<file path="config.mk">
export PLATFORM = sky130hd
export DESIGN_NAME = req_regs
export DESIGN_NICKNAME = d
export VERILOG_FILES = /design/src/pm_pkg.sv /design/src/req_regs.sv
export SDC_FILE = /design/constraint.sdc
export NUM_CORES = 1
export LEC_CHECK = 0
export BUFFER_PORTS_ARGS = -buffer_cell sky130_fd_sc_hd__buf_2
export CORE_MARGIN = 3
export CORE_UTILIZATION = 45
export CTS_CLUSTER_SIZE = 14
export DETAILED_ROUTE_END_ITERATION = 7
export GPL_ROUTABILITY_DRIVEN = 0
export PLACE_DENSITY_LB_ADDON = 0.3
export REMOVE_ABC_BUFFERS = 1
export SYNTH_ARGS = -nofsm -noshare
export SYNTH_HDL_FRONTEND = slang
export SYNTH_SLANG_ARGS = --single-unit
</file>
<file path="constraint.sdc">
create_clock -name clk -period 1.9 [get_ports clk]
set_input_delay 0.095 -clock clk [delete_from_list [all_inputs] [get_ports clk]]
set_output_delay 0.095 -clock clk [all_outputs]
set_load 0.03 [all_outputs]
</file>
<file path="src/pm_pkg.sv">
package pm_pkg;

	// axis count and datapath widths
	localparam int n_axis = 4;
	localparam int img_w = 12;
	localparam int step_w = 32;
	localparam int speed_w = 16;
	localparam int frm_w = 2;

	// host channel select and delay line depth
	localparam int ch_w = $clog2(n_axis);
	localparam int n_tap = 2 ** frm_w;

	// gain table indexed by the top bits of pixel error
	localparam int lut_w = 3;

	// pixel to motor direction sense
	localparam logic l2r = 1'b1;

	typedef logic [img_w-1:0] px_t;
	typedef logic signed [step_w-1:0] step_t;
	typedef logic [speed_w-1:0] speed_t;
	typedef logic [frm_w-1:0] frm_t;
	typedef logic [n_axis-1:0] axis_mask_t;
	typedef logic [ch_w-1:0] ch_t;

	// one motion request, sign of step is the allowed direction
	typedef struct packed {
		logic dep_img;
		logic abs;
		px_t img_dst;
		px_t img_tol;
		speed_t speed;
		step_t step;
		frm_t delay_frm;
	} pm_req_t;

	typedef struct packed {
		logic abs;
		speed_t speed;
		step_t step;
	} motor_cmd_t;

	// steps per pixel, one entry per error band
	localparam step_t gain_lut [2 ** lut_w] = '{1, 1, 2, 2, 3, 3, 4, 4};

endpackage
</file>
<file path="src/req_regs.sv">
module req_regs (
	input  logic                                   clk,
	input  logic                                   resetn,
	input  logic                                   wr_en,
	input  pm_pkg::ch_t                            wr_ch,
	input  pm_pkg::pm_req_t                        wr_req,
	input  logic                                   go,
	input  pm_pkg::axis_mask_t                     go_mask,
	output pm_pkg::pm_req_t [pm_pkg::n_axis-1:0]   act_req,
	output pm_pkg::axis_mask_t                     arm
);

	pm_pkg::pm_req_t [pm_pkg::n_axis-1:0] shadow;

	// host writes land in the shadow bank
	always_ff @(posedge clk) begin
		if (!resetn) begin
			shadow <= '0;
		end else if (wr_en) begin
			shadow[wr_ch] <= wr_req;
		end
	end

	// go copies masked shadows, arm follows one cycle later
	always_ff @(posedge clk) begin
		if (!resetn) begin
			act_req <= '0;
			arm <= '0;
		end else begin
			arm <= go ? go_mask : '0;
			if (go) begin
				for (int i = 0; i < pm_pkg::n_axis; i++) begin
					if (go_mask[i])
						act_req[i] <= shadow[i];
				end
			end
		end
	end

endmodule

</file>
Word level (Yosys, flattened, before mapping)
Cells that the tools add are included.

Add/sub/neg operators: 0. $mul: 0. Divide/modulo/power cells: 0. $lt $le $gt $ge: 2. Equal/unequal tests: 0. Shifts and indexed selects: 0. Multiplexer cells: 3. Bitwise logic cells: 0. Reductions and logical operators: 6.

Operators by type and width (count): $bwmux 304 (1); $demux 76 s2 (1); $mux 76 (1); $reduce_and 2->1 (5); $lt 2x3->1 const B (1); $ge 2x1->1 const B (1); $logic_and 1x1->1 (1).

Register bits after elaboration: 612. Latch bits: 0. Bits in writable memories: 0. ROM bits: 0. Bits of input ports: 86. Memories kept: 0.

Depth between registers and ports, before layout
Depth after elaboration: 5. Depth in mapped cells: 5. Gate-level depth less buffers: 2.

Worst setup path after synthesis
No wires, ideal clock.

Path type: input-to-reg. Start point: input go. End point: register act_req[26] in the netlist's numbering. Arrival: 0.976 ns. Data required time: 1.768 ns. Slack: 0.791 ns. Stages on the path: 5. Buffers on the path: 3. Path through: buf_2 -> clkbuf_1 -> clkbuf_1 -> a21bo_2 -> a21oi_1.

Cells in the longest elaborated chain, start to end: 1.

RTL lines: start: declaration (RTL line req_regs.sv:7) `input logic go,`; $reduce_and 2->1 (no line); end signal: indexed assignment (RTL line req_regs.sv:34) `act_req[i] <= shadow[i];`; end: declaration (RTL line req_regs.sv:9) `output pm_pkg::pm_req_t [pm_pkg::n_axis-1:0] act_req,`.

No other way between the ends. A chain may end at the register's enable or synchronous reset.

==> impl_metrics.toml <==
[final_layout]
final.fill_count = 4472
multiInputGateArea_mm2 = 0.0106
insertedDiodeCount = 0
num-nets-final = 2912
syn_to_final_growth_pct = 23.8
regArea_mm2 = 0.0123
layout-drive-gt1-share_pct = 30.5

[grt]
grt_pass1_wl_um = 104000
antenna_found_initial = 0
gr-total-overflow = 0
first_global_vias = 18800
grtUsageTotal_pct = 22.5
grt_max_degree = 119

[pwr]
p_comb_share_pct = 7.6
switchingPower_mw = 6.48
switching_share_pct = 23.5
power.total_mw = 27.6
p_leak_nw = 13.1
p_per_area_mw_per_mm2 = 933
p_int_mw = 21.1
clkPwrFrac_pct = 44.1
seq_power_share_pct = 48.2
ir_worst_vdd_v = 0.000616

[synth]
ys_types = 14
syn_area_mm2 = 0.0239
syn_area_per_cell_um2 = 9.71
ys_seq_area_share_pct = 51.3
synthCells = 2461
synth.top_cell.area_share_pct = 51.3
synth.largest_area_cell = "dfxtp_1"
synth_warnings = 0
synth-seq-cells = 612
synth.area.top_cells = "dfxtp_1 (51%), a21bo_2 (13%), mux2i_1 (13%)"

[die]
die_h_um = 236
start_util_pct = 46.0
dieWidth_um = 236
fp-row-count = 83
dieArea_mm2 = 0.0559
coreArea_mm2 = 0.0519
io_pins = 394

[routing]
drt_wl_total_um = 65600
ant_nets = 0
wire_per_inst_um = 18.5
route.detailed.drc = 0
dr.first_iter.drc_count = 1331
vias = 19200
firstDrtPassIters = 5
routed_via_density = 5.42

[worst_setup_path]
crit_top_cell = "buf_12"
cp_top_family = "buffers and inverters"
path_max_fanout = 62
cp-end-kind = "flop"
critical_path_class = "input pin to flop"
arrival_ns = 1.89
start_kind = "input pin"
worstPathRequired_ns = 2.43
worstPathCellList = "dlygate4sd3_1, buf_8, buf_12, buf_12, nand2_1, mux2i_1"
startpoint = "resetn"
r2r-start = "act_req[134]"
crit_buf_inv = 4
crit_slowest_cell = "dlygate4sd3_1"
critPathMaxStageDelay_ns = 0.56

[timing]
slew_headroom_pct = 54.2
tns_ns = 0
fin_crit_sh_pct = 71.7
finClkSkew_ns = 0.0163
rsz0062_at_grt = "no"
worst_pin_slew_ns = 0.687
finalSetupViolCount = 0
hold_violations = 0
max_freq_mhz = 734
min_period_ns = 1.36
slew_violations = 0

[cts]
worstSkewPairLatency_ns = 0.60
cts.sink_count = 612
cts_hold_buf = 82
cts_tree = "yes"
numCtsBuffers = 60
path_clk_slew_ns = 0.06
ctsResizeCount = 0
htreeDepth = 2
clock_path_buffers = 3
cts-root-buf = "clkbuf_16"
cts_setup_buffers = 0

[job]
maxCapViolations = 0

[min_path]
hold_path_class = "input pin to flop"
worstHoldStart = "wr_ch[0]"

[run_status]
outcome = "completed"

[placed_design]
place_hpwl_um = 41200
io_buffers = 393
-- final cells by class --
cell class,count,area share (%)
clock buffers,80,5.91
multi-input cells,1604,35.9
well taps,680,2.88
repair buffers,547,12.8
flip-flops and latches,612,41.4
clock inverters,26,0.998
inverters,1,0.0381
-- synthesized netlist by cell type (all sizes together) --
master,n
a21bo,304
a21oi,304
and3,4
buf,112
clkbuf,132
dfxtp,612
inv,1
mux2i,304
nand2,380
nand3,305
nand3b,2
nor3b,1
-- per-layer routing --
metal | part of all wire (%) | up-vias | global-route usage (%)
met5 | 0 | - | 0
met4 | 2.3 | 0 | 6.10
met3 | 5.5 | 92 | 3.60
met2 | 48 | 562 | 37.4
met1 | 45 | 9353 | 30.5
li1 | - | 9220 | -
-- power groups by stage --
stage                     combinational (mW)  clock, mW  sequential [mW]
after floorplan                        0.729          0             13.7
after global placement                  1.94          0             13.6
after detailed placement                1.97          0             13.6
after CTS                               2.11       12.4             13.3
after global routing                    2.27       12.9             13.3
final                                   2.11       12.2             13.3
-- final timing paths --
| kind | depth (start not counted) | slack, ns | endpoint |
|---|---|---|---|
| worst max register to register | 2 | 1.05 | act_req[134] |
| worst min-delay path | 4 | 0.06 | shadow[40] |
| worst min register to register | 2 | 0.45 | act_req[148] |
| worst max-delay path | 6 | 0.54 | shadow[253] |
-- cells by family (layout without fill, tap and decap cells) --
| family | Yosys count | in the layout | synth area share [%] |
|---|---|---|---|
| and+or+nand+nor | 692 | 692 | 12.6 |
| DFF | 612 | 612 | 51.3 |
| AOI/OAI and AO/OA | 608 | 608 | 19.1 |
| muxes | 304 | 304 | 12.7 |
| buffers and inverters | 245 | 654 | 4.32 |
-- metrics by stage --
stage	worst slack, ns	util [%]	instances	hold slack, ns	area (µm²)
2_1_floorplan	-2.90	-	2217	0.241	22900
3_3_place_gp	0.560	51.4	3362	0.425	26700
3_5_place_dp	0.539	51.4	3362	0.435	26700
4_1_cts	0.542	57.0	3550	0.0222	29600
5_1_grt	0.491	57.0	3550	0.0367	29600
6_report	0.537	57.0	3550	0.0598	29600
-- flip-flops by register name, indices dropped and copies added, names as in the netlist --
register and count:
shadow 304, arm 4, act_req 304
-- layout by cell type, fill, tap and decap left out, drive strengths merged --
cell type	count
dlygate4sd3	82
bufinv	6
mux2i	304
dfxtp	612
nor3b	1
and3	4
inv	1
a21oi	304
clkbuf	80
nand3b	2
a21bo	304
nand2	380
clkinvlp	3
nand3	305
clkinv	17
buf	465
-- worst min-delay path: stages --
cell and delay [ns]:
buf_2 0.15, nor3b_4 0.06, buf_12 0.16, mux2i_1 0.13
Power figures use the tool's default switching activity.
