File: src/pm_pkg.sv
package pm_pkg;

	// axis count and datapath widths
	localparam int n_axis = 4;
	localparam int img_w = 12;
	localparam int step_w = 32;
	localparam int speed_w = 16;
	localparam int frm_w = 2;

	// host channel select and delay line depth
	localparam int ch_w = $clog2(n_axis);
	localparam int n_tap = 2 ** frm_w;

	// gain table indexed by the top bits of pixel error
	localparam int lut_w = 3;

	// pixel to motor direction sense
	localparam logic l2r = 1'b1;

	typedef logic [img_w-1:0] px_t;
	typedef logic signed [step_w-1:0] step_t;
	typedef logic [speed_w-1:0] speed_t;
	typedef logic [frm_w-1:0] frm_t;
	typedef logic [n_axis-1:0] axis_mask_t;
	typedef logic [ch_w-1:0] ch_t;

	// one motion request, sign of step is the allowed direction
	typedef struct packed {
		logic dep_img;
		logic abs;
		px_t img_dst;
		px_t img_tol;
		speed_t speed;
		step_t step;
		frm_t delay_frm;
	} pm_req_t;

	typedef struct packed {
		logic abs;
		speed_t speed;
		step_t step;
	} motor_cmd_t;

	// steps per pixel, one entry per error band
	localparam step_t gain_lut [2 ** lut_w] = '{1, 1, 2, 2, 3, 3, 4, 4};

endpackage
File: src/status_collect.sv
module status_collect (
	input  logic                clk,
	input  logic                resetn,
	input  pm_pkg::axis_mask_t  arm,
	input  pm_pkg::axis_mask_t  done,
	input  pm_pkg::axis_mask_t  over,
	output pm_pkg::axis_mask_t  done_mask,
	output pm_pkg::axis_mask_t  over_mask,
	output logic                all_done
);

	// every axis armed since reset
	pm_pkg::axis_mask_t armed;

	always_ff @(posedge clk) begin
		if (!resetn) begin
			armed <= '0;
			done_mask <= '0;
			over_mask <= '0;
			all_done <= 1'b0;
		end else begin
			armed <= armed | arm;
			// freshly armed axes drop out right away
			done_mask <= done & ~arm;
			over_mask <= over & ~arm;
			all_done <= (arm == '0) && (armed != '0) && ((armed & ~done) == '0);
		end
	end

endmodule

File: config.mk
export PLATFORM = sky130hd
export DESIGN_NAME = status_collect
export DESIGN_NICKNAME = d
export VERILOG_FILES = /design/src/pm_pkg.sv /design/src/status_collect.sv
export SDC_FILE = /design/constraint.sdc
export NUM_CORES = 1
export LEC_CHECK = 0
export BUFFER_PORTS_ARGS = -buffer_cell sky130_fd_sc_hd__buf_4
export CAP_MARGIN = 5
export CORE_AREA = 2 2 40 42
export CTS_CLUSTER_SIZE = 30
export DETAILED_ROUTE_END_ITERATION = 8
export DIE_AREA = 0 0 42 44
export PLACE_DENSITY_LB_ADDON = 0.05
export SYNTH_ARGS = -nofsm -noshare
export SYNTH_HDL_FRONTEND = slang
export SYNTH_SLANG_ARGS = --single-unit
File: constraint.sdc
create_clock -name clk -period 2 [get_ports clk]
set_input_delay 0.2 -clock clk [delete_from_list [all_inputs] [get_ports clk]]
set_output_delay 0.2 -clock clk [all_outputs]
set_load 0.005 [all_outputs]
Word level (Yosys, flattened, before mapping)
Index checks and enable logic that the tools add are counted.
{ "totals": {"register_bits": 13, "inputBits": 14, "out_inout_bits": 9, "elab_cells": 15} }
{ "classes": {"bitwise": 6, "n_reduce_logical": 5} }
{ "op_table": {"columns": ["op", "count"], "rows": [
  ["bitwise AND 4 bit", 3],
  ["zero test 4 bit", 2],
  ["NOT 4 bit", 2],
  ["OR 4 bit", 1],
  ["nonzero test 4 bit", 1],
  ["logical AND 1 bit", 2]
]} }

Longest topological paths before layout
Gate-level depths: netlist of run 1.
{ "logic_depth": {"depth_word": 4, "ltp_mapped": 3, "depth_no_buf": 3} }

Worst setup path after synthesis of run 1
No wires, ideal clock.
{ "synth_path": {"path_kind": "in2reg", "from": "input port arm[0]", "to": "register all_done", "arrival_ps": 712, "t_required_ps": 1897, "slack_ps": 1185, "stages": 3, "cell_sequence": "and2b_1 -> nand3_1 -> a2111oi_2"} }
{ "synth_via": {"elab_chain_len": 3} }
{ "synth_rtl": {"columns": ["item", "line", "rtl"], "rows": [
  ["from (decl)", "status_collect.sv:4", "input pm_pkg::axis_mask_t arm,"],
  ["zero test 4 bit", "status_collect.sv:26", "all_done <= (arm == '0) && (armed != '0) && ((armed & ~done) == '0);"],
  ["logical AND 1 bit (2 in series)", "status_collect.sv:26", null],
  ["to (signal assigned)", "status_collect.sv:26", null],
  ["to (decl)", "status_collect.sv:9", "output logic all_done"]
]} }
No other way between the ends.
A chain may end at the register's enable or synchronous reset.

Worst setup path after layout of run 1
{ "layout_path": {"from": "register over_mask[0]", "to": "output port over_mask[0]"} }
{ "layout_rtl": {"columns": ["item", "line", "rtl"], "rows": [
  ["from (decl)", "status_collect.sv:8", "output pm_pkg::axis_mask_t over_mask,"],
  ["from (signal assigned)", "status_collect.sv:25", "over_mask <= over & ~arm;"]
]} }
No word-level cell between the ends.

==> qor.txt, run 1 <==
Worst-case clock skew = 0.002288 ns
Commonest cells post-synth = dfxtp_1, and3b_1, o21a_1
Count of buffer and inverter cells on the critical path = 1
Layout overhead on the synthesized area = 48.40%
Initial antenna violation count = 0
Share of post-route cells with drive strength above 1 = 47.54%
Setup TNS = 0 ns
Cell Area, Placed = 610.6 sq um
Power per standard cell area = 767.6 nW/um^2
Yosys warns = 0
Post-synthesis sequential element count = 13
Via count = 320
CP cell instances = buf_4
TritonCTS Sinks = 13
Placer Congestion = 0.6905
Required arrival time at the worst endpoint = 1.80 ns
Clk root buf = clkbuf_4
Final core occ = 44.89%
Average cell area after synthesis = 11.92 sq um
Nets in the synthesized netlist = 50
Post-route worst setup slack = 1.097 ns
Synth Cell Area = 429.2 sq um
Die Ht = 44 um
Startpoint class of the critical path = flop
Tightest Pin Transition = 0.3042 ns
GRT Overall Usage = 10.25%
Share of flip-flops with an asynchronous set or reset = 0%
Site Rows = 14
Post-route design area = 636.9 sq um
Min Tclk post-route = 0.9026 ns
DRC Markers = 0
Number of buffers created by CTS = 3
Number of enable-type register cells in the synthesized netlist = 0
Most area-consuming cells after synthesis = dfxtp_1, and3b_1, o21a_1
Crit Path Category = reg2out
Width of the die = 42 um
Yosys top cell area share = 60.64%
Slew Limit Fails = 0
Final Setup Violations = 0
Net Switching = 104.9 uW
Placeable core area = 1419 sq um
Number of max-capacitance violations reported = 0
Die Area = 1848 sq um
Nets = 76
Highest net fanout along the worst path = 1
Worst rel slew slack = 79.54%
Initial DRC Count = 3
Clock share of power = 32.3%
Maximum clock frequency = 1108 MHz
Initial core utilization = 30.25%
Ratio of final minimum period to clock period = 45.13%
I/O pin cnt = 23
Arrival @ worst endpoint = 0.70 ns
Peak supply drop = 0.3155 mV
Primary flip-flop cell chosen by synthesis mapping = dfxtp_1
Path category of the worst min-delay check = in2reg
Global-route wire length before repair = 1290 um
Part of the Yosys area used for sequential elements = 60.64%
Maximum number of pins on one net before global-route repair = 12
Number of routed nets with antenna violations = 0
Status = completed
Most common cell in the netlist = dfxtp_1
Number of H-tree branching levels = 1
Power share of the combinational group = 11.0%
Clock input transition at the sequential cells of the worst setup and hold paths = 0.07 ns
Maximum number of buffers from clock root to sink = 2
Syn Inst Count = 36
Sequential group share of total power = 56.7%
Cell accounting for the most synthesized area = dfxtp_1
Max stage delay cell, worst path = dfxtp_1
CTS tree = yes
Number of buffers added on ports = 22
Antenna diode count = 0
Final hold violations = 0
Via/cell ratio = 4.156
Placement Setup Slack = 1.006 ns
# hold bufs at CTS = 0
DR WL/cell = 10.34 um
Post-CTS Setup Repair Bufs = 0
P_int = 383.9 uW
Skew-Pair Late Insertion Delay = 0.27 ns
Total gr overflow = 0
Reported leakage power = 0.3138 nW
Post-synthesis cell type count = 14
Critical path's largest stage delay = 0.31 ns
Switching part of the total power = 21.46%
Total length of routed wires = 796 um
Number of global-route vias before repair = 302
Nature of the critical path endpoint = primary output
Number of optimization iterations in the first detailed-route pass = 2
Post_cts resized = 0
RSZ-0062 raised after global routing = false
Cell family contributing the most delay on the critical path = flip-flops
layout by cell type (no fill, tap or decap):
cell type,Yosys,final
a2111oi_2,1,1
and2_1,2,2
and2b_1,1,1
and3b_1,4,4
and3b_2,2,2
buf_4,0,22
clkbuf_1,1,1
clkbuf_4,0,3
dfxtp_1,13,13
inv_1,3,3
nand2b_1,1,1
nand3_1,1,1
nor3_2,1,1
nor4_1,1,1
o21a_1,4,4
o22ai_1,1,1
final cells by class:
| class | count | area [sq um] |
|---|---|---|
| inverters | 3 | 11.26 |
| flip-flops and latches | 13 | 260.3 |
| multi-input cells | 19 | 153.9 |
| repair buffers | 22 | 165.2 |
| clock buffers | 4 | 26.28 |
| well taps | 16 | 20.02 |
| fillers | 147 | 782.0 |
final timing paths:
path	startpoint	endpoint	slack (ns)	cells after the start
max	over_mask[0]$_SDFF_PN0_	over_mask[0]	1.10	1
min	done[0]	done_mask[0]$_SDFF_PN0_	0.13	2
max reg2reg	armed[2]$_SDFF_PN0_	all_done$_SDFF_PN0_	1.14	3
min reg2reg	armed[0]$_SDFF_PN0_	all_done$_SDFF_PN0_	0.49	1
flip-flops by register name, summed over array words and instances, names as in the netlist:
name	cells
armed	4
done_mask	4
over_mask	4
all_done	1
layer usage:
layer	vias to the layer above	global-route usage [%]	share of wire, %
li1	174	-	-
met1	129	10.74	39
met2	15	14.06	49
met3	2	6.250	11
met4	0	9.677	1.0
met5	-	0	0
cells by family after synthesis:
group / after synthesis / share of synthesized area [%]
AOI/OAI and AO/OA: 6 / 11.95
and+or+nand+nor: 13 / 23.91
buffers and inverters: 4 / 3.498
DFF: 13 / 60.64
power groups by stage:
stage | registers, mW | clock network (mW) | logic [mW]
floorplan | 0.283 | 0 | 0.0188
global placement | 0.283 | 0 | 0.0537
detailed placement | 0.284 | 0 | 0.0545
CTS | 0.277 | 0.167 | 0.0546
global route | 0.279 | 0.180 | 0.0591
finish | 0.277 | 0.158 | 0.0538
metrics by stage:
| stage | instances | power [mW] | hold slack [ns] |
|---|---|---|---|
| finish | 77 | 0.4889 | 0.1333 |
| global route | 77 | 0.5174 | 0.1226 |
| CTS | 77 | 0.4990 | 0.1241 |
| detailed placement | 73 | 0.3380 | 0.4185 |
| global placement | 73 | 0.3370 | 0.4025 |
| floorplan | 36 | 0.3021 | 0.3217 |
Note: power is estimated with default switching activity, not from simulation.
==> run 2: changes to the inputs <==
clock period = 0.85 ns   (was 2 ns; I/O delays follow)
==> run 2 against run 1 <==
Against the previous run:
- the run now ends with setup timing left
- die area stayed put
- final cell count is 5.2% higher
- worst hold slack worse by 0.11 ns
- design area is 7.1% higher
- largest power group unchanged
==> qor.txt, run 2 (synthesis results as in run 1) <==
Status = complete, but fails checks
Violated checks = setup timing
Nets = 80
Nature of the critical path endpoint = flop
Initial DRC Count = 1
Arrival @ worst endpoint = 1.03 ns
Post-CTS Setup Repair Bufs = 0
# hold bufs at CTS = 0
Worst-case clock skew = 0.001601 ns
Power per standard cell area = 1731 nW/um^2
Placer Congestion = 0.6739
DRC Markers = 0
Site Rows = 14
Post-route worst setup slack = -0.008892 ns
Switching part of the total power = 22.11%
Crit Path Category = reg2reg
Number of optimization iterations in the first detailed-route pass = 4
Peak supply drop = 0.7569 mV
I/O pin cnt = 23
Required arrival time at the worst endpoint = 1.02 ns
Number of routed nets with antenna violations = 0
Number of buffers created by CTS = 3
Clock share of power = 32.0%
Worst hold path stage count = 2
Die Ht = 44 um
Final core occ = 48.06%
Maximum number of buffers from clock root to sink = 2
RSZ-0062 raised after global routing = true
Layout overhead on the synthesized area = 58.89%
Initial core utilization = 30.25%
Slew Limit Fails = 0
Post-detailed-placement half-perimeter wirelength = 689.6 um
Total length of routed wires = 851 um
Via/cell ratio = 4.444
Placement Setup Slack = -0.01440 ns
Initial antenna violation count = 0
Maximum number of pins on one net before global-route repair = 11
TritonCTS Sinks = 13
Final hold slack = 0.02320 ns
Ratio of final minimum period to clock period = 101.0%
Highest net fanout along the worst path = 3
Count of placed standard cells in the final layout, fillers left out = 81
Total gr overflow = 0
Clk root buf = clkbuf_4
Via count = 360
Path category of the worst min-delay check = in2reg
Maximum clock frequency = 1164 MHz
Number of buffers added on ports = 22
Power share of the combinational group = 12.4%
Reported leakage power = 0.3355 nW
GRT Overall Usage = 11.15%
Number of global-route vias before repair = 372
Worst rel slew slack = 84.06%
P_int = 919.6 uW
Clock input transition at the sequential cells of the worst setup and hold paths = 0.08 ns
Global-route wire length before repair = 1462 um
DR WL/cell = 10.51 um
Placeable core area = 1419 sq um
Net Switching = 261.1 uW
Post-placement cell count = 77
Antenna diode count = 0
Share of post-route cells with drive strength above 1 = 60.00%
CTS tree = yes
Number of H-tree branching levels = 1
Registers with the highest flip-flop counts = armed x4, done_mask x4, over_mask x4
Tightest Pin Transition = 0.2371 ns
Final hold violations = 0
Die Area = 1848 sq um
Width of the die = 42 um
Most common cell after layout, fill and taps aside = buf_4
Commonest cells after routing, fill and taps aside = buf_4, dfxtp_1, and3b_1, o21a_1, clkbuf_4
Number of max-capacitance violations reported = 0
Cell depth of the worst flop-to-flop path = 3
Final Setup Violations = 1
Sequential group share of total power = 55.7%
Skew-Pair Late Insertion Delay = 0.27 ns
Startpoint class of the critical path = flop
Min Tclk post-route = 0.8589 ns
==> run 2: cell count changes in the layout (fill, tap and decap cells not counted), sizes merged <==
cell,delta
buf,+4
==> run 2: layout make-up <==
type | instances | area (sq um)
flip-flops and latches | 13 | 262.8
clock buffers | 4 | 26.28
inverters | 3 | 11.26
multi-input cells | 19 | 166.4
repair buffers | 26 | 195.2
well taps | 16 | 20.02
fillers | 143 | 737.0
==> run 2: stage by stage <==
| step | TNS (ns) | total power, mW | cell area (sq um) |
|---|---|---|---|
| global route | -0.07365 | 1.245 | 681.9 |
| CTS | -0.009108 | 1.203 | 675.6 |
| detailed placement | -0.01440 | 0.8102 | 640.6 |
| floorplan | 0 | 0.7108 | 429.2 |
| finish | -0.008892 | 1.181 | 681.9 |
| global placement | -0.01248 | 0.8057 | 640.6 |
==> run 2: worst max-delay path: stages (launching register included) <==
cell and delay [ns]:
dfxtp_2 0.34, inv_2 0.05, o22ai_2 0.07, a2111oi_2 0.31
==> run 2: metal layers <==
layer | share of wire (%) | GRT usage (%) | up-vias | wire length [um]
li1 | - | - | 181 | -
met1 | 38 | 11.83 | 164 | 327
met2 | 53 | 17.50 | 13 | 451
met3 | 7.1 | 2.917 | 2 | 60
met4 | 1.3 | 11.61 | 0 | 11
met5 | 0 | 0 | - | 0
==> run 2: worst paths after layout <==
path / from / end / slack [ns]
worst min-delay path: done[0] / done_mask[0]$_SDFF_PN0_ / 0.02
worst max-delay path: armed[2]$_SDFF_PN0_ / all_done$_SDFF_PN0_ / -0.009
worst max register to register: armed[2]$_SDFF_PN0_ / all_done$_SDFF_PN0_ / -0.009
worst min register to register: armed[2]$_SDFF_PN0_ / armed[2]$_SDFF_PN0_ / 0.49
==> run 2: timing repair <==
| action | in CTS | in global routing |
|---|---|---|
| gates resized for setup | 5 | 1 |
| hold endpoints to repair | 0 | 0 |
| pin swaps | 1 | 0 |
| endpoints found under the setup margin | 1 | 1 |
| cloned | 0 | 0 |
==> run 2: power groups by stage <==
| stage | combinational [mW] | clock [mW] | sequential, mW |
|---|---|---|---|
| floorplan | 0.0442 | 0 | 0.667 |
| global placement | 0.139 | 0 | 0.666 |
| detailed placement | 0.143 | 0 | 0.667 |
| CTS | 0.147 | 0.401 | 0.655 |
| global route | 0.161 | 0.421 | 0.663 |
| finish | 0.146 | 0.378 | 0.657 |
==> run 3: changes to the inputs <==
GPL_ROUTABILITY_DRIVEN = 1   (was unset)
REMOVE_ABC_BUFFERS = 1   (was unset)
==> run 3 against run 2 <==
Against the previous run:
- the flow still finishes with violations (setup timing)
- clock power increased by 2%
- worst hold slack lost 0.015 ns
- global-route usage down 1.2 points
- fmax shrank 2.4%
- critical path depth did not move
- sequential share of layout area up 0.28 points
- critical path type unchanged
- largest power group unchanged
- highest routed layer unchanged
==> qor.txt, run 3 (synthesis results as in run 1) <==
Number of global-route vias before repair = 340
Post-route worst setup slack = -0.02988 ns
Die Area = 1848 sq um
Clk root buf = clkbuf_4
Combined flip-flop and latch cell area = 262.8 sq um
Violated checks = setup timing
Terminus of the critical flop-to-flop path = all_done$_SDFF_PN0_
Multi-input logic area = 160.2 sq um
Fill cell instance count of the final layout = 147
Most common cell after layout, fill and taps aside = buf_4
Registers with the highest flip-flop counts = armed x4, done_mask x4, over_mask x4
Nets = 80
Maximum number of pins on one net before global-route repair = 11
Number of routed nets with antenna violations = 0
Die Ht = 44 um
Switching part of the total power = 22.94%
Critical path's largest stage delay = 0.34 ns
Commonest cells after routing, fill and taps aside = buf_4, dfxtp_1, and3b_1, o21a_1
PnR Total Power = 1.181 mW
Setup slack of the worst register-to-register path = -0.03 ns
Arrival @ worst endpoint = 1.07 ns
DRC Markers = 0
Highest net fanout along the worst path = 3
Net Switching = 271.0 uW
Final core occ = 47.71%
CP cell instances = nand2b_1 -> nand3_1 -> a2111oi_2
Final Setup Violations = 1
Post-placement cell count = 77
Cell depth of the worst flop-to-flop path = 3
Maximum number of buffers from clock root to sink = 2
Min Tclk post-route = 0.8799 ns
CTS tree = yes
Number of H-tree branching levels = 1
Number of buffers added on ports = 22
Tightest Pin Transition = 0.2280 ns
Global-route wire length before repair = 1317 um
Layout overhead on the synthesized area = 57.73%
Status = complete, but fails checks
Startpoint class of the critical path = flop
Placer Congestion = 0.6772
Width of the die = 42 um
Global-route layer with the greatest usage = met2
I/O pin cnt = 23
Placeable core area = 1419 sq um
# hold bufs at CTS = 0
FF-to-FF Start = armed[1]$_SDFF_PN0_
Number of max-capacitance violations reported = 0
Required arrival time at the worst endpoint = 1.04 ns
Initial antenna violation count = 0
Setup TNS = -0.02988 ns
Share of post-route cells with drive strength above 1 = 56.92%
Met2 demand-to-capacity share in global routing = 15.63%
Post-CTS Setup Repair Bufs = 0
Crit Path Category = reg2reg
Max stage delay cell, worst path = dfxtp_2
Skew-Pair Late Insertion Delay = 0.28 ns
Nature of the critical path endpoint = flop
Worst-case clock skew = 0.009965 ns
Sequential group share of total power = 55.5%
Site Rows = 14
Clock share of power = 32.5%
Clock input transition at the sequential cells of the worst setup and hold paths = 0.09 ns
Power share of the combinational group = 11.9%
Worst hold path stage count = 2
RSZ-0062 raised after global routing = true
Launch instance of the worst min-delay path = over[0]
Initial DRC Count = 2
P_int = 910.4 uW
Via/cell ratio = 4.543
Met3 track utilization from global routing = 2.917%
Initial core utilization = 30.25%
Total length of routed wires = 819 um
Total gr overflow = 0
M1 GR Usage = 11.25%
Reported leakage power = 0.3373 nW
Peak supply drop = 0.7786 mV
Path category of the worst min-delay check = in2reg
Final hold violations = 0
DR WL/cell = 10.11 um
GRT Overall Usage = 9.904%
Count of placed standard cells in the final layout, fillers left out = 81
Placement Setup Slack = -0.01273 ns
Power per standard cell area = 1745 nW/um^2
Number of optimization iterations in the first detailed-route pass = 2
Slew Limit Fails = 0
Worst rel slew slack = 84.67%
Number of buffers created by CTS = 3
Via count = 368
TritonCTS Sinks = 13
Ratio of final minimum period to clock period = 103.5%
Antenna diode count = 0
Maximum clock frequency = 1137 MHz
Post-detailed-placement half-perimeter wirelength = 676.3 um
Worst min-delay path endpoint = over_mask[0]$_SDFF_PN0_
## run 3: cell count changes in the layout (fill, tap and decap cells not counted), sizes merged
cell,change
clkbuf,-1
clkinv,+1
## run 3: layout make-up
class	instances	area share, %
Inverter	3	1.664
Clock buffer	3	3.327
Sequential cell	13	38.82
Timing Repair Buffer	26	28.84
Multi-Input combinational cell	19	23.66
Clock inverter	1	0.7394
Tap cell	16	2.957
## run 3: critical path: cells and delay by family, from the launching register on
family	cells	cell delay, ns
AOI/OAI and AO/OA	1	0.31
DFF	1	0.34
and+or+nand+nor	2	0.13
## run 3: what timing repair did
action	in CTS	in global routing
pin swaps	0	2
gates resized for setup	1	2
endpoints found under the hold margin	0	0
endpoints found under the setup margin	1	1
## run 3: stage by stage
step | cell area, sq um | hold WS, ns
after global placement | 640.6 | 0.2881
after floorplan | 425.4 | 0.2025
after detailed placement | 640.6 | 0.3028
after global routing | 676.9 | 0.002835
final | 676.9 | 0.007810
after CTS | 669.4 | 0.002933
## run 3: worst max-delay path by stage
stage,startpoint,end,depth (start not counted)
floorplan,armed[3]$_SDFF_PN0_,all_done$_SDFF_PN0_,3
finish,armed[1]$_SDFF_PN0_,all_done$_SDFF_PN0_,3
CTS,armed[2]$_SDFF_PN0_,all_done$_SDFF_PN0_,3
global placement,arm[2],all_done$_SDFF_PN0_,4
detailed placement,arm[2],all_done$_SDFF_PN0_,4
global route,armed[1]$_SDFF_PN0_,all_done$_SDFF_PN0_,3
## run 3: layer usage
metal  share of wire [%]  vias to the layer above
met5                   0                        -
met4                 2.2                        0
met3                 8.7                        2
met2                  46                       16
met1                  43                      169
li1                    -                      181
## run 3: power groups by stage
stage	logic [mW]	registers, mW	clock network [mW]
after global placement	0.140	0.667	0
after detailed placement	0.142	0.667	0
final	0.141	0.656	0.384
after global routing	0.155	0.661	0.431
after CTS	0.142	0.654	0.401
after floorplan	0.0399	0.667	0
