[config.mk]
export PLATFORM = sky130hd
export DESIGN_NAME = pm_channel
export DESIGN_NICKNAME = d
export VERILOG_FILES = /design/src/pm_pkg.sv /design/src/pm_channel.sv /design/src/motor_gen.sv /design/src/pm_ctl.sv /design/src/img_delay_ctl.sv
export SDC_FILE = /design/constraint.sdc
export NUM_CORES = 1
export LEC_CHECK = 0
export BUFFER_PORTS_ARGS = -buffer_cell sky130_fd_sc_hd__buf_2
export CAP_MARGIN = 20
export CORE_UTILIZATION = 25
export CTS_CLUSTER_DIAMETER = 40
export DETAILED_ROUTE_END_ITERATION = 16
export MAX_ROUTING_LAYER = met4
export PLACE_DENSITY_LB_ADDON = 0.1
export SYNTH_ARGS = -nofsm -noshare
export SYNTH_HDL_FRONTEND = slang
export SYNTH_SLANG_ARGS = --single-unit
[constraint.sdc]
create_clock -name clk -period 11.3 [get_ports clk]
set_input_delay 0.565 -clock clk [delete_from_list [all_inputs] [get_ports clk]]
set_output_delay 0.565 -clock clk [all_outputs]
set_load 0.01 [all_outputs]
[src/pm_pkg.sv]
package pm_pkg;

	// axis count and datapath widths
	localparam int n_axis = 4;
	localparam int img_w = 12;
	localparam int step_w = 32;
	localparam int speed_w = 16;
	localparam int frm_w = 2;

	// host channel select and delay line depth
	localparam int ch_w = $clog2(n_axis);
	localparam int n_tap = 2 ** frm_w;

	// gain table indexed by the top bits of pixel error
	localparam int lut_w = 3;

	// pixel to motor direction sense
	localparam logic l2r = 1'b1;

	typedef logic [img_w-1:0] px_t;
	typedef logic signed [step_w-1:0] step_t;
	typedef logic [speed_w-1:0] speed_t;
	typedef logic [frm_w-1:0] frm_t;
	typedef logic [n_axis-1:0] axis_mask_t;
	typedef logic [ch_w-1:0] ch_t;

	// one motion request, sign of step is the allowed direction
	typedef struct packed {
		logic dep_img;
		logic abs;
		px_t img_dst;
		px_t img_tol;
		speed_t speed;
		step_t step;
		frm_t delay_frm;
	} pm_req_t;

	typedef struct packed {
		logic abs;
		speed_t speed;
		step_t step;
	} motor_cmd_t;

	// steps per pixel, one entry per error band
	localparam step_t gain_lut [2 ** lut_w] = '{1, 1, 2, 2, 3, 3, 4, 4};

endpackage
[src/pm_channel.sv]
module pm_channel (
	input  logic             clk,
	input  logic             resetn,
	input  logic             arm,
	input  pm_pkg::pm_req_t  req,
	input  logic             img_pulse,
	input  logic             img_valid,
	input  pm_pkg::px_t      img_pos,
	output pm_pkg::step_t    position,
	output logic             done,
	output logic             over
);

	pm_pkg::px_t rd_addr;
	pm_pkg::step_t rd_data;
	pm_pkg::step_t movie_pos;
	pm_pkg::motor_cmd_t m_cmd;
	logic m_start;
	logic running;

	// registered gain lookup, band gain times pixel error
	always_ff @(posedge clk) begin
		rd_data <= pm_pkg::gain_lut[rd_addr[pm_pkg::img_w-1 -: pm_pkg::lut_w]] *
			pm_pkg::step_t'(rd_addr);
	end

	pm_ctl u_ctl (
		.clk        (clk),
		.resetn     (resetn),
		.arm        (arm),
		.req        (req),
		.img_pulse  (img_pulse),
		.img_valid  (img_valid),
		.img_pos    (img_pos),
		.m_running  (running),
		.m_position (position),
		.movie_pos  (movie_pos),
		.rd_data    (rd_data),
		.rd_addr    (rd_addr),
		.m_start    (m_start),
		.m_cmd      (m_cmd),
		.done       (done),
		.over       (over)
	);

	img_delay_ctl u_delay (
		.clk       (clk),
		.resetn    (resetn),
		.eof       (img_pulse),
		.delay_frm (req.delay_frm),
		.cur_pos   (position),
		.movie_pos (movie_pos)
	);

	motor_gen u_motor (
		.clk      (clk),
		.resetn   (resetn),
		.start    (m_start),
		.cmd      (m_cmd),
		.running  (running),
		.position (position)
	);

endmodule

[src/motor_gen.sv]
module motor_gen (
	input  logic                clk,
	input  logic                resetn,
	input  logic                start,
	input  pm_pkg::motor_cmd_t  cmd,
	output logic                running,
	output pm_pkg::step_t       position
);

	pm_pkg::step_t delta;
	pm_pkg::step_t remain;
	pm_pkg::speed_t tick;
	pm_pkg::speed_t speed_r;
	logic back;

	// absolute moves travel from wherever the motor is now
	always_comb begin
		if (cmd.abs)
			delta = cmd.step - position;
		else
			delta = cmd.step;
	end

	// speed and direction held for the whole move
	always_ff @(posedge clk) begin
		if (start) begin
			speed_r <= cmd.speed;
			back <= delta[pm_pkg::step_w-1];
		end
	end

	always_ff @(posedge clk) begin
		if (!resetn) begin
			running <= 1'b0;
			position <= '0;
			remain <= '0;
			tick <= '0;
		end else if (start) begin
			running <= 1'b1;
			remain <= delta[pm_pkg::step_w-1] ? -delta : delta;
			tick <= '0;
		end else if (running) begin
			if (remain == 0) begin
				running <= 1'b0;
			end else if (tick == speed_r) begin
				// one step every speed+1 cycles
				tick <= '0;
				remain <= remain - 1;
				position <= back ? position - 1 : position + 1;
			end else begin
				tick <= tick + 1'b1;
			end
		end
	end

endmodule

[src/pm_ctl.sv]
module pm_ctl (
	input  logic                clk,
	input  logic                resetn,
	input  logic                arm,
	input  pm_pkg::pm_req_t     req,
	input  logic                img_pulse,
	input  logic                img_valid,
	input  pm_pkg::px_t         img_pos,
	input  logic                m_running,
	input  pm_pkg::step_t       m_position,
	input  pm_pkg::step_t       movie_pos,
	input  pm_pkg::step_t       rd_data,
	output pm_pkg::px_t         rd_addr,
	output logic                m_start,
	output pm_pkg::motor_cmd_t  m_cmd,
	output logic                done,
	output logic                over
);

	pm_pkg::px_t pos_l;
	pm_pkg::px_t pos_d;
	pm_pkg::px_t pos_r;
	pm_pkg::px_t pos_c;
	pm_pkg::px_t pos_dmc;
	pm_pkg::px_t pos_cmd;
	pm_pkg::step_t dst_pos;
	logic pen_d1;
	logic pen_d2;
	logic pen_d3;
	logic pen_d4;
	logic pen_d5;
	logic pos_lofl;
	logic pos_rofr;
	logic pos_lofd;
	logic pos_ok;
	logic need_back;
	logic ok_d4;
	logic nb_d4;
	logic ok_d5;
	logic pos_over;
	logic armed;
	logic started;
	logic in_win;
	logic run_seen;
	logic can_go;

	// stage enables, one per pipeline stage
	always_ff @(posedge clk) begin
		if (!resetn) begin
			pen_d1 <= 1'b0;
			pen_d2 <= 1'b0;
			pen_d3 <= 1'b0;
			pen_d4 <= 1'b0;
			pen_d5 <= 1'b0;
		end else begin
			pen_d1 <= img_pulse & req.dep_img;
			pen_d2 <= pen_d1;
			pen_d3 <= pen_d2;
			pen_d4 <= pen_d3;
			pen_d5 <= pen_d4;
		end
	end

	// datapath stages, only read under their enable
	always_ff @(posedge clk) begin
		// window and current pixel at the frame strobe
		if (img_pulse) begin
			pos_l <= req.img_dst - req.img_tol;
			pos_d <= req.img_dst;
			pos_r <= req.img_dst + req.img_tol;
			pos_c <= img_pos;
		end
		if (pen_d1) begin
			pos_lofl <= pos_c < pos_l;
			pos_rofr <= pos_c > pos_r;
			pos_lofd <= pos_c < pos_d;
			pos_dmc <= pos_d - pos_c;
			pos_cmd <= pos_c - pos_d;
		end
		// error magnitude goes out to the gain table
		if (pen_d2) begin
			pos_ok <= !pos_lofl && !pos_rofr;
			need_back <= pos_lofd != pm_pkg::l2r;
			if (pos_rofr)
				rd_addr <= pos_cmd;
			else if (pos_lofl)
				rd_addr <= pos_dmc;
			else
				rd_addr <= '0;
		end
		if (pen_d3) begin
			ok_d4 <= pos_ok;
			nb_d4 <= need_back;
		end
		// rd_data is valid here, target is relative to the frame's position
		if (pen_d4) begin
			ok_d5 <= ok_d4;
			pos_over <= !ok_d4 && (nb_d4 != req.step[pm_pkg::step_w-1]);
			dst_pos <= nb_d4 ? movie_pos - rd_data : movie_pos + rd_data;
		end
	end

	assign can_go = armed && !started && !over && !in_win;

	// start decision, at most one start per arm
	always_ff @(posedge clk) begin
		if (!resetn) begin
			armed <= 1'b0;
			started <= 1'b0;
			m_start <= 1'b0;
			over <= 1'b0;
			in_win <= 1'b0;
		end else if (arm) begin
			armed <= 1'b1;
			started <= 1'b0;
			m_start <= 1'b0;
			over <= 1'b0;
			in_win <= 1'b0;
		end else begin
			m_start <= 1'b0;
			if (can_go && !req.dep_img) begin
				m_start <= 1'b1;
				started <= 1'b1;
			end else if (can_go && pen_d5 && img_valid) begin
				if (ok_d5) begin
					in_win <= 1'b1;
				end else if (pos_over) begin
					over <= 1'b1;
				end else begin
					m_start <= 1'b1;
					started <= 1'b1;
				end
			end
		end
	end

	// command loaded alongside the start decision
	// image step is the signed table value once movie_pos has caught up
	always_ff @(posedge clk) begin
		if (!req.dep_img)
			m_cmd <= '{abs: req.abs, speed: req.speed, step: req.step};
		else if (pen_d5)
			m_cmd <= '{abs: 1'b0, speed: req.speed, step: dst_pos - m_position};
	end

	// done once the motor has run and stopped, or on over or in window
	always_ff @(posedge clk) begin
		if (!resetn) begin
			run_seen <= 1'b0;
			done <= 1'b0;
		end else if (arm) begin
			run_seen <= 1'b0;
			done <= 1'b0;
		end else begin
			if (started && m_running)
				run_seen <= 1'b1;
			if ((run_seen && !m_running) || over || in_win)
				done <= 1'b1;
		end
	end

endmodule

[src/img_delay_ctl.sv]
module img_delay_ctl (
	input  logic           clk,
	input  logic           resetn,
	input  logic           eof,
	input  pm_pkg::frm_t   delay_frm,
	input  pm_pkg::step_t  cur_pos,
	output pm_pkg::step_t  movie_pos
);

	// position history, tap 0 is the latest frame
	pm_pkg::step_t taps [pm_pkg::n_tap];

	// motor position starts at zero, so does the history
	always_ff @(posedge clk) begin
		if (!resetn) begin
			taps <= '{default: '0};
		end else if (eof) begin
			taps[0] <= cur_pos;
			for (int i = 1; i < pm_pkg::n_tap; i++)
				taps[i] <= taps[i-1];
		end
	end

	// position at the frame the camera is reporting on
	assign movie_pos = taps[delay_frm];

endmodule

### Yosys cells after proc, flatten, opt, wreduce, memory -nomap -nowiden

Memories as Yosys holds them, arrays and structs flattened.
Cells that the tools add are included.
Widths: inputs -> output; s select.

| cells by class | value |
|---|---|
| $add $sub $neg | 13 |
| multipliers | 1 |
| div/mod/pow operators | 0 |
| $lt $le $gt $ge | 5 |
| eq/ne operators | 6 |
| shifts and indexed selects | 0 |
| multiplexer cells | 29 |
| bitwise operators | 9 |
| reductions and logical operators | 32 |

Operators with widths:

| kind | number |
|---|---|
| $mux 32 | 12 |
| $mux 49 | 2 |
| $sub 32x32->32 | 3 |
| $bmux 32 s2 | 1 |
| $sub 32x2->32 const B | 2 |
| $sub 12x12->12 | 3 |
| $add 32x2->32 const B | 1 |
| $add 32x32->32 | 1 |
| $logic_not 32->1 | 1 |
| $mul 32x13->32 | 1 |
| $neg 32->32 | 1 |
| $lt 12x12->1 | 2 |
| $mux 12 | 2 |
| $add 16x1->16 const B | 1 |
| $eq 16x16->1 | 1 |
| $mux 16 | 1 |
| $add 12x12->12 | 1 |
| $gt 12x12->1 | 1 |
| $mux 1 | 11 |
| $logic_and 1x1->1 | 10 |
| $reduce_and 3->1 | 3 |
| $logic_not 1->1 | 8 |
| $reduce_and 4->1 | 2 |
| $ne 2x2->1 const B | 3 |
| other kinds (12) | 21 |

| storage, ports and cells | value |
|---|---|
| register bits after elaboration | 444 |
| bits in latches | 0 |
| memory bits (writable) | 0 |
| bits in read-only memories | 256 |
| bits of input ports | 93 |
| word-level logic and storage cells | 139 |
| memories | 1 |

Memories:

| name | depth | bits a word | rd ports | clocked after memory_dff | wr ports | line | source |
|---|---|---|---|---|---|---|---|
| (name not given) | 8 | 32 | 1 | 0 | 0 | pm_channel.sv:23 | `rd_data <= pm_pkg::gain_lut[rd_addr[pm_pkg::img_w-1 -: pm_pkg::lut_w]] *` |

### Longest topological paths before layout

Gate-level depths: netlist (run 1).

| logic depth | value |
|---|---|
| depth in word-level cells | 8 |
| gate-level depth with buffers | 24 |
| gate-level depth less buffers | 24 |

### By module

Synthesis (run 1) repeated with hierarchy kept, for this count alone.

| second synthesis, totals | value |
|---|---|
| cells, all modules | 3086 |
| area total of the unflattened synthesis | 29434.5 µm² |

Modules (own cells, without submodules):

| module | times used | cells an instance | area an instance (µm²) |
|---|---|---|---|
| pm_ctl | 1 | 1219 | 12678.4 |
| motor_gen | 1 | 1185 | 9034.9 |
| img_delay_ctl | 1 | 452 | 5627.9 |
| pm_channel | 1 | 230 | 2093.3 |

### Worst setup path before layout (run 1)

No wires, ideal clock.

| path | value |
|---|---|
| kind | register -> register |
| start point | register u_ctl.rd_addr[10] |
| end point | register rd_data[16] |
| library setup time | 57 ps |
| arrival time | 4839 ps |
| data required time | 11243 ps |
| setup slack | 6404 ps |
| cell stages (with the launch flop) | 24 |
| buffers on the path | 0 |
| clock period less this slack | 4896 ps |
| path through | edfxtp_1 inv_1 ha_1 inv_1 nand2_1 fa_1 inv_1 ha_1 ha_1 ha_1 fa_1 inv_1 fa_1 nor2b_1 o21ai_0 a21boi_0 o21ai_0 a21boi_0 o21ai_0 a21boi_0 o21ai_0 nand2b_1 a21o_1 a21o_1 |

| on the way | value |
|---|---|
| word-level cells in the longest chain between the ends | 5 |

RTL lines:

| item | line | source |
|---|---|---|
| start, declared | pm_ctl.sv:13 | `output pm_pkg::px_t rd_addr,` |
| start signal, assigned | pm_ctl.sv:85 | `rd_addr <= pos_cmd;` |
| start signal, assigned | pm_ctl.sv:87 | `rd_addr <= pos_dmc;` |
| $not 3->4 (implied by the code) | pm_channel.sv:23 |  |
| $mem_v2 8x32 | - |  |
| $mux 32 (implied by the code) (2 in series) | pm_channel.sv:23 |  |
| $mul 32x13->32 (*) | pm_channel.sv:23 |  |
| end signal, assigned | pm_channel.sv:23 |  |
| end, declared | pm_channel.sv:15 | `pm_pkg::step_t rd_data;` |

Every way passes the cells marked *; elsewhere a longest branch is shown, timed or not. The select of a mux whose other input is x is not followed.
A chain may end at the register's enable or synchronous reset.

### Worst setup path in the final report (run 1)

Same ends and word-level chain as after synthesis.

==> results.cfg, run 1 <==
[setup_path]
ff2ff_path_depth = 23
max_stage_delay_ps = 570
cp_slowest_cell = edfxtp_1
critPathLaunch = u_ctl.rd_addr[10]$_DFFE_PP_
worst-endpoint-arrival_ps = 6130
critPathRequiredTime_ps = 11890
cp-start-kind = flip-flop
crit_path_end_kind = flip-flop
r2r_start = u_ctl.rd_addr[10]$_DFFE_PP_
path_cells = inv_1, ha_1, inv_1, nand2_1, fa_1, inv_1, ha_1, ha_1, ha_1, fa_1, inv_1, fa_1, nor2b_1, o21ai_0, a21boi_0, o21ai_0, a21boi_0, o21ai_0, a21boi_0, o21ai_0, nand2b_1, a21o_1, a21o_1
cp_max_fo = 12
critical_path_class = reg -> reg

[drt]
drc_errors = 0
vias_per_cell = 4.68
dr.pass1.iters = 5
drt_iter0_drc = 909
totalWireLength_um = 76800
vias = 20900
route.detailed.wl_per_inst_um = 17.2
antenna_left = 0

[cts]
cts_setup_buffers = 0
clock_sinks = 427
cts.clk_slew.worst_paths_ps = 50
cts_buffer_depth = 3
clk_latency_ps = 670
ctsRootBufferMaster = clkbuf_16
holdBufCountCts = 0
postCtsResizedCells = 0
cts_tree = built
cts.htree.levels = 3
cts_buffers = 95

[synth]
synthFlopType = dfxtp_1
yosysWarnings = 0
syn_inst = 2825
yosysUniqueCellTypes = 85
syn_area_per_cell_um2 = 9.70
syn_area_mm2 = 0.0274
syn_nets = 3193
synthArstFlopShare_pct = 0
ys_seq_area_share_pct = 38.1
synth-edff-count = 189
ys_ff_latch = 427

[timing]
tightestPinTransition_ps = 1010
whs_ps = 69.3
setup_viol_count_final = 0
period_minus_slack_ps = 5540
fin_skew_ps = 51.3
clock.fmax_mhz = 181
hold_viol = 0
rsz0062_at_grt = no
drv_slew = 0
maxSlewHeadroom_pct = 32.7
min_period_over_period_pct = 49.0
tns_ps = 0

[floorplanning]
die_w_um = 333
core-area_mm2 = 0.109
dieArea_mm2 = 0.111
die_h_um = 333
rows = 121
start_util_pct = 25.2
io_pins = 127

[global_route]
grt_max_degree = 97
grt_pass1_wl_um = 121000
antenna_found_initial = 3
grt_pass1_vias = 21500
grt-ovfl-total = 0
grt_usage_pct = 14.2

[layout]
fill_cells = 11200
syn2layout_area_growth_pct = 20.1
final_common_cell = nor2_1
final_cell_area_mm2 = 0.0329
drive_above_1_share_pct = 13.1
most-common-layout-cells = nor2_1 (340), ha_1 (258), dfxtp_1 (237)
finalNonFillerCells = 4475
fin_nets = 3345

[power_and_ir_drop]
power_frac_comb_pct = 9.1
ir_worst_vdd_mv = 0.106
powerDensity_mw_per_mm2 = 150
netSwitchingFraction_pct = 25.8
p_clk_share_pct = 56.4
cellLeakagePower_uw = 0.0138
p_int_uw = 3670
switchingPower_uw = 1280
pwr-share-seq_pct = 34.5

[placed_design]
gp_congestion = 0.836
place_area_mm2 = 0.0296
place_inst = 4293
dpl.hpwl_um = 58800
portBuffers = 126

[job]
maxCapViolations = 0

[hold_path]
hp-start = req[38]
hp-class = in -> reg
hold_depth = 1

[status]
status = completed
cell usage after synthesis (10+ instances only):
cell type  number  area, um^2
o31ai_1        16         120
and3_1         21         131
nor2_1        340        1280
nand4_1        29         181
or3_1          23         144
o22ai_1        18         113
inv_1         182         683
fa_1           17         340
a211oi_1       20         150
a21o_1         82         616
buf_1          23        86.3
nand2_1       129         484
mux4_2         32         721
xor2_1         63         552
dfxtp_1       238        4760
nor3_1         65         325
nor4_1         17         106
a21oi_1       165         826
o21ai_0       100         500
and4_1         10        87.6
nand2b_1       32         200
o21bai_1       21         158
mux2_2         25         282
nand3_1        48         240
o211ai_1       13        97.6
nor2b_1        40         250
o21a_1         42         315
clkbuf_1       60         225
edfxtp_1      189        5680
xnor2_1       156        1370
ha_1          258        3230
a21boi_0       10        75.1
a22o_1         11        96.3
and2_1         27         169
a31oi_1        14        87.6
mux2i_1       146        1460
stage by stage:
step	total power (uW)	setup WS, ps	utilization [%]
global route	5170	5190	30.3
detailed placement	2190	5760	27.2
floorplan	2050	6400	-
global placement	2190	5880	27.2
finish	4940	5760	30.3
CTS	5040	5710	30.3
worst max-delay path, delay by kind of cell (launching register included):
kind	cells	cell delay [ps]
AO/OA/AOI/OAI	9	1490
buffers and inverters	4	450
flip-flops	1	570
AND/OR/NAND/NOR	3	310
adder cells (fa/ha/maj)	7	2610
power groups by stage:
stage	combinational (uW)	clock (uW)	sequential, uW
final	451	2790	1700
after global routing	505	2950	1710
after CTS	459	2880	1710
after detailed placement	456	0	1740
after global placement	455	0	1730
after floorplan	327	0	1720
path summary, 6_finish.rpt:
kind / slack (ps) / endpoint
hold reg to reg: 410 / u_motor.speed_r[9]$_DFFE_PP_
hold / removal: 70 / u_ctl.m_cmd[36]$_DFFE_PP_
setup / recovery: 5760 / rd_data[16]$_DFF_P_
setup reg to reg: 5760 / rd_data[16]$_DFF_P_
area by class of cell:
type,count,area [um^2],share of cell area (%)
Antenna cell,2,5.00,0.0152
Tap cell,1414,1770,5.38
Clock buffer,117,2610,7.94
Sequential cell,427,10400,31.7
Timing Repair Buffer,148,803,2.44
Inverter,184,693,2.11
Multi-Input combinational cell,2121,15900,48.3
Clock inverter,62,678,2.06
cell families after synthesis:
group,count (synthesis),share of synthesized area [%]
buffers and inverters,277,3.90
AOI/OAI and AO/OA,601,14.6
DFF,427,38.1
adders and majority gates,275,13.0
and+or+nand+nor,823,14.4
xor gates and xnor gates,219,7.00
muxes,203,8.99
sequential cells by signal, summed over array words and instances (netlist names), 16 cells and up:
| register | flops |
|---|---|
| u_motor.tick | 16 |
| u_motor.speed_r | 16 |
| rd_data | 17 |
| u_motor.remain | 32 |
| u_delay.taps | 128 |
| u_motor.position | 32 |
| u_ctl.dst_pos | 32 |
| u_ctl.m_cmd | 49 |
per-layer routing:
layer	vias up	track usage, %	wire length, um
li1	10600	-	-
met2	319	24.2	38000
met3	141	2.48	2770
met5	-	-	0
met4	0	4.96	2130
met1	9912	16.7	33900
Note: power is estimated with default switching activity, not from simulation.
==> run 2: changes to the inputs <==
clock period = 5.7 ns   (was 11.3 ns; I/O delays follow)
==> results.cfg, run 2 (synthesis gave the netlist of run 1 again) <==
[drt]
vias_per_cell = 4.65
antenna_left = 0
dr.pass1.iters = 5
totalWireLength_um = 77600
drt_iter0_drc = 941
route.detailed.wl_per_inst_um = 17.0
drc_errors = 0
vias = 21200

[setup_path]
path_cells = ha_1, inv_1, nand2_1, fa_1, inv_1, ha_1, ha_1, ha_1, fa_1, inv_1, fa_1, nor2b_1, o21ai_0, a21boi_0, o21ai_0, a21boi_0, o21ai_0, a21boi_1, o21ai_0, nand2b_1, a21o_1, a21o_1
critical_path_class = reg -> reg
crit_family = adder cells
critPathBufInv = 3
cp_max_fo = 8
critPathRequiredTime_ps = 6290
worst-endpoint-arrival_ps = 5760
r2r_start = u_ctl.rd_addr[11]$_DFFE_PP_
cp_slowest_cell = fa_1
crit_path_end_kind = flip-flop
cp-start-kind = flip-flop
max_stage_delay_ps = 530
critPathLaunch = u_ctl.rd_addr[11]$_DFFE_PP_

[power_and_ir_drop]
pwr-share-seq_pct = 33.4
p_int_uw = 7630
cellLeakagePower_uw = 0.0142
p_clk_share_pct = 57.5
ir_worst_vdd_mv = 0.219
power_frac_comb_pct = 9.2
powerDensity_mw_per_mm2 = 299
netSwitchingFraction_pct = 24.7
p_total_uw = 10100
switchingPower_uw = 2510

[layout]
largest_reg_flops = 128
fill_cells = 11100
drive_above_1_share_pct = 12.9
syn2layout_area_growth_pct = 23.6
largestRegisters = u_delay.taps: 128 flops, u_ctl.m_cmd: 49 flops
regMostFlops = u_delay.taps
most-common-layout-cells = nor2_1 (340), ha_1 (258), dfxtp_1 (237)
fin_nets = 3422
final_util_pct = 31.2
final_common_cell = nor2_1

[global_route]
grt_pass1_wl_um = 121000
grt_max_degree = 98
grt_pass1_vias = 21700
grt-ovfl-total = 0
grt_usage_pct = 14.2
antenna_found_initial = 3

[timing]
period_minus_slack_ps = 5170
tns_ps = 0
rsz0062_at_grt = no
fin_skew_ps = 46.5
tightestPinTransition_ps = 1070
min_period_over_period_pct = 90.6
drv_slew = 0
setup_viol_count_final = 0
clock.fmax_mhz = 194
hold_viol = 0
maxSlewHeadroom_pct = 27.8

[floorplanning]
core-area_mm2 = 0.109
start_util_pct = 25.2
die_h_um = 333
io_pins = 127
dieArea_mm2 = 0.111
die_w_um = 333
rows = 121

[status]
status = completed

[cts]
cts.htree.levels = 3
cts_setup_buffers = 0
cts_buffer_depth = 3
cts_tree = built
cts_buffers = 98
clock_sinks = 427
ctsRootBufferMaster = clkbuf_16
clk_latency_ps = 670
cts.clk_slew.worst_paths_ps = 50

[job]
maxCapViolations = 0

[hold_path]
hp-start = req[25]
hp-class = in -> reg

[placed_design]
portBuffers = 126
dpl.hpwl_um = 59200
gp_congestion = 0.820
==> run 2: final cells by class <==
type | instances | area, um^2 | share of cell area, %
Antenna cell | 1 | 2.50 | 0.00739
Clock inverter | 63 | 763 | 2.25
Tap cell | 1414 | 1770 | 5.22
Multi-Input combinational cell | 2121 | 15900 | 46.9
Sequential cell | 427 | 10400 | 30.8
Clock buffer | 123 | 2730 | 8.07
Inverter | 184 | 693 | 2.05
Timing Repair Buffer | 222 | 1570 | 4.63
==> run 2: repair_timing <==
action,CTS,global route
resized for setup,0,1
setup endpoints to repair,0,1
hold buffers,69,0
hold endpoints to repair,74,0
==> run 2: per-layer routing <==
metal / vias up / share of wire, % / global-route usage, % / routed length (um)
met5: - / 0 / - / 0
met4: 0 / 2.4 / 4.64 / 1880
met3: 140 / 3.4 / 2.59 / 2610
met2: 272 / 50 / 24.4 / 38600
met1: 10100 / 45 / 16.8 / 34600
li1: 10700 / - / - / -
==> run 2: power groups by stage <==
stage	Combinational (uW)	Sequential (uW)	Clock [uW]
floorplan	648	3420	0
global placement	901	3440	0
detailed placement	904	3440	0
CTS	948	3390	6000
global route	1040	3390	6150
finish	931	3380	5830
==> run 2: per-stage QoR <==
stage	hold WS, ps	cell area (um^2)	cells	worst slack (ps)
floorplan	384	27400	2825	804
global placement	405	29600	4298	575
detailed placement	405	29600	4298	473
CTS	0.731	33800	4553	413
global route	4.52	33900	4555	44.8
finish	37.4	33900	4555	534
==> run 2: worst reg2reg max path: stages, from the launching register on <==
cell      delay [ps]
edfxtp_1         450
ha_1             410
inv_1            160
nand2_1           90
fa_1             510
inv_1             50
ha_1             190
ha_1             280
ha_1             230
fa_1             530
inv_1             70
fa_1             460
nor2b_1          120
o21ai_0          110
a21boi_0         250
o21ai_0          140
a21boi_0         260
o21ai_0          160
a21boi_1         210
o21ai_0          100
nand2b_1         110
a21o_1           120
a21o_1           100
==> run 2: path summary, 6_finish.rpt <==
path	depth (start not counted)	to	slack [ps]
worst max-delay path	22	rd_data[16]$_DFF_P_	530
worst min-delay path	2	u_ctl.m_cmd[23]$_DFFE_PP_	40
worst max register to register	22	rd_data[16]$_DFF_P_	530
worst min register to register	0	u_motor.speed_r[4]$_DFFE_PP_	420
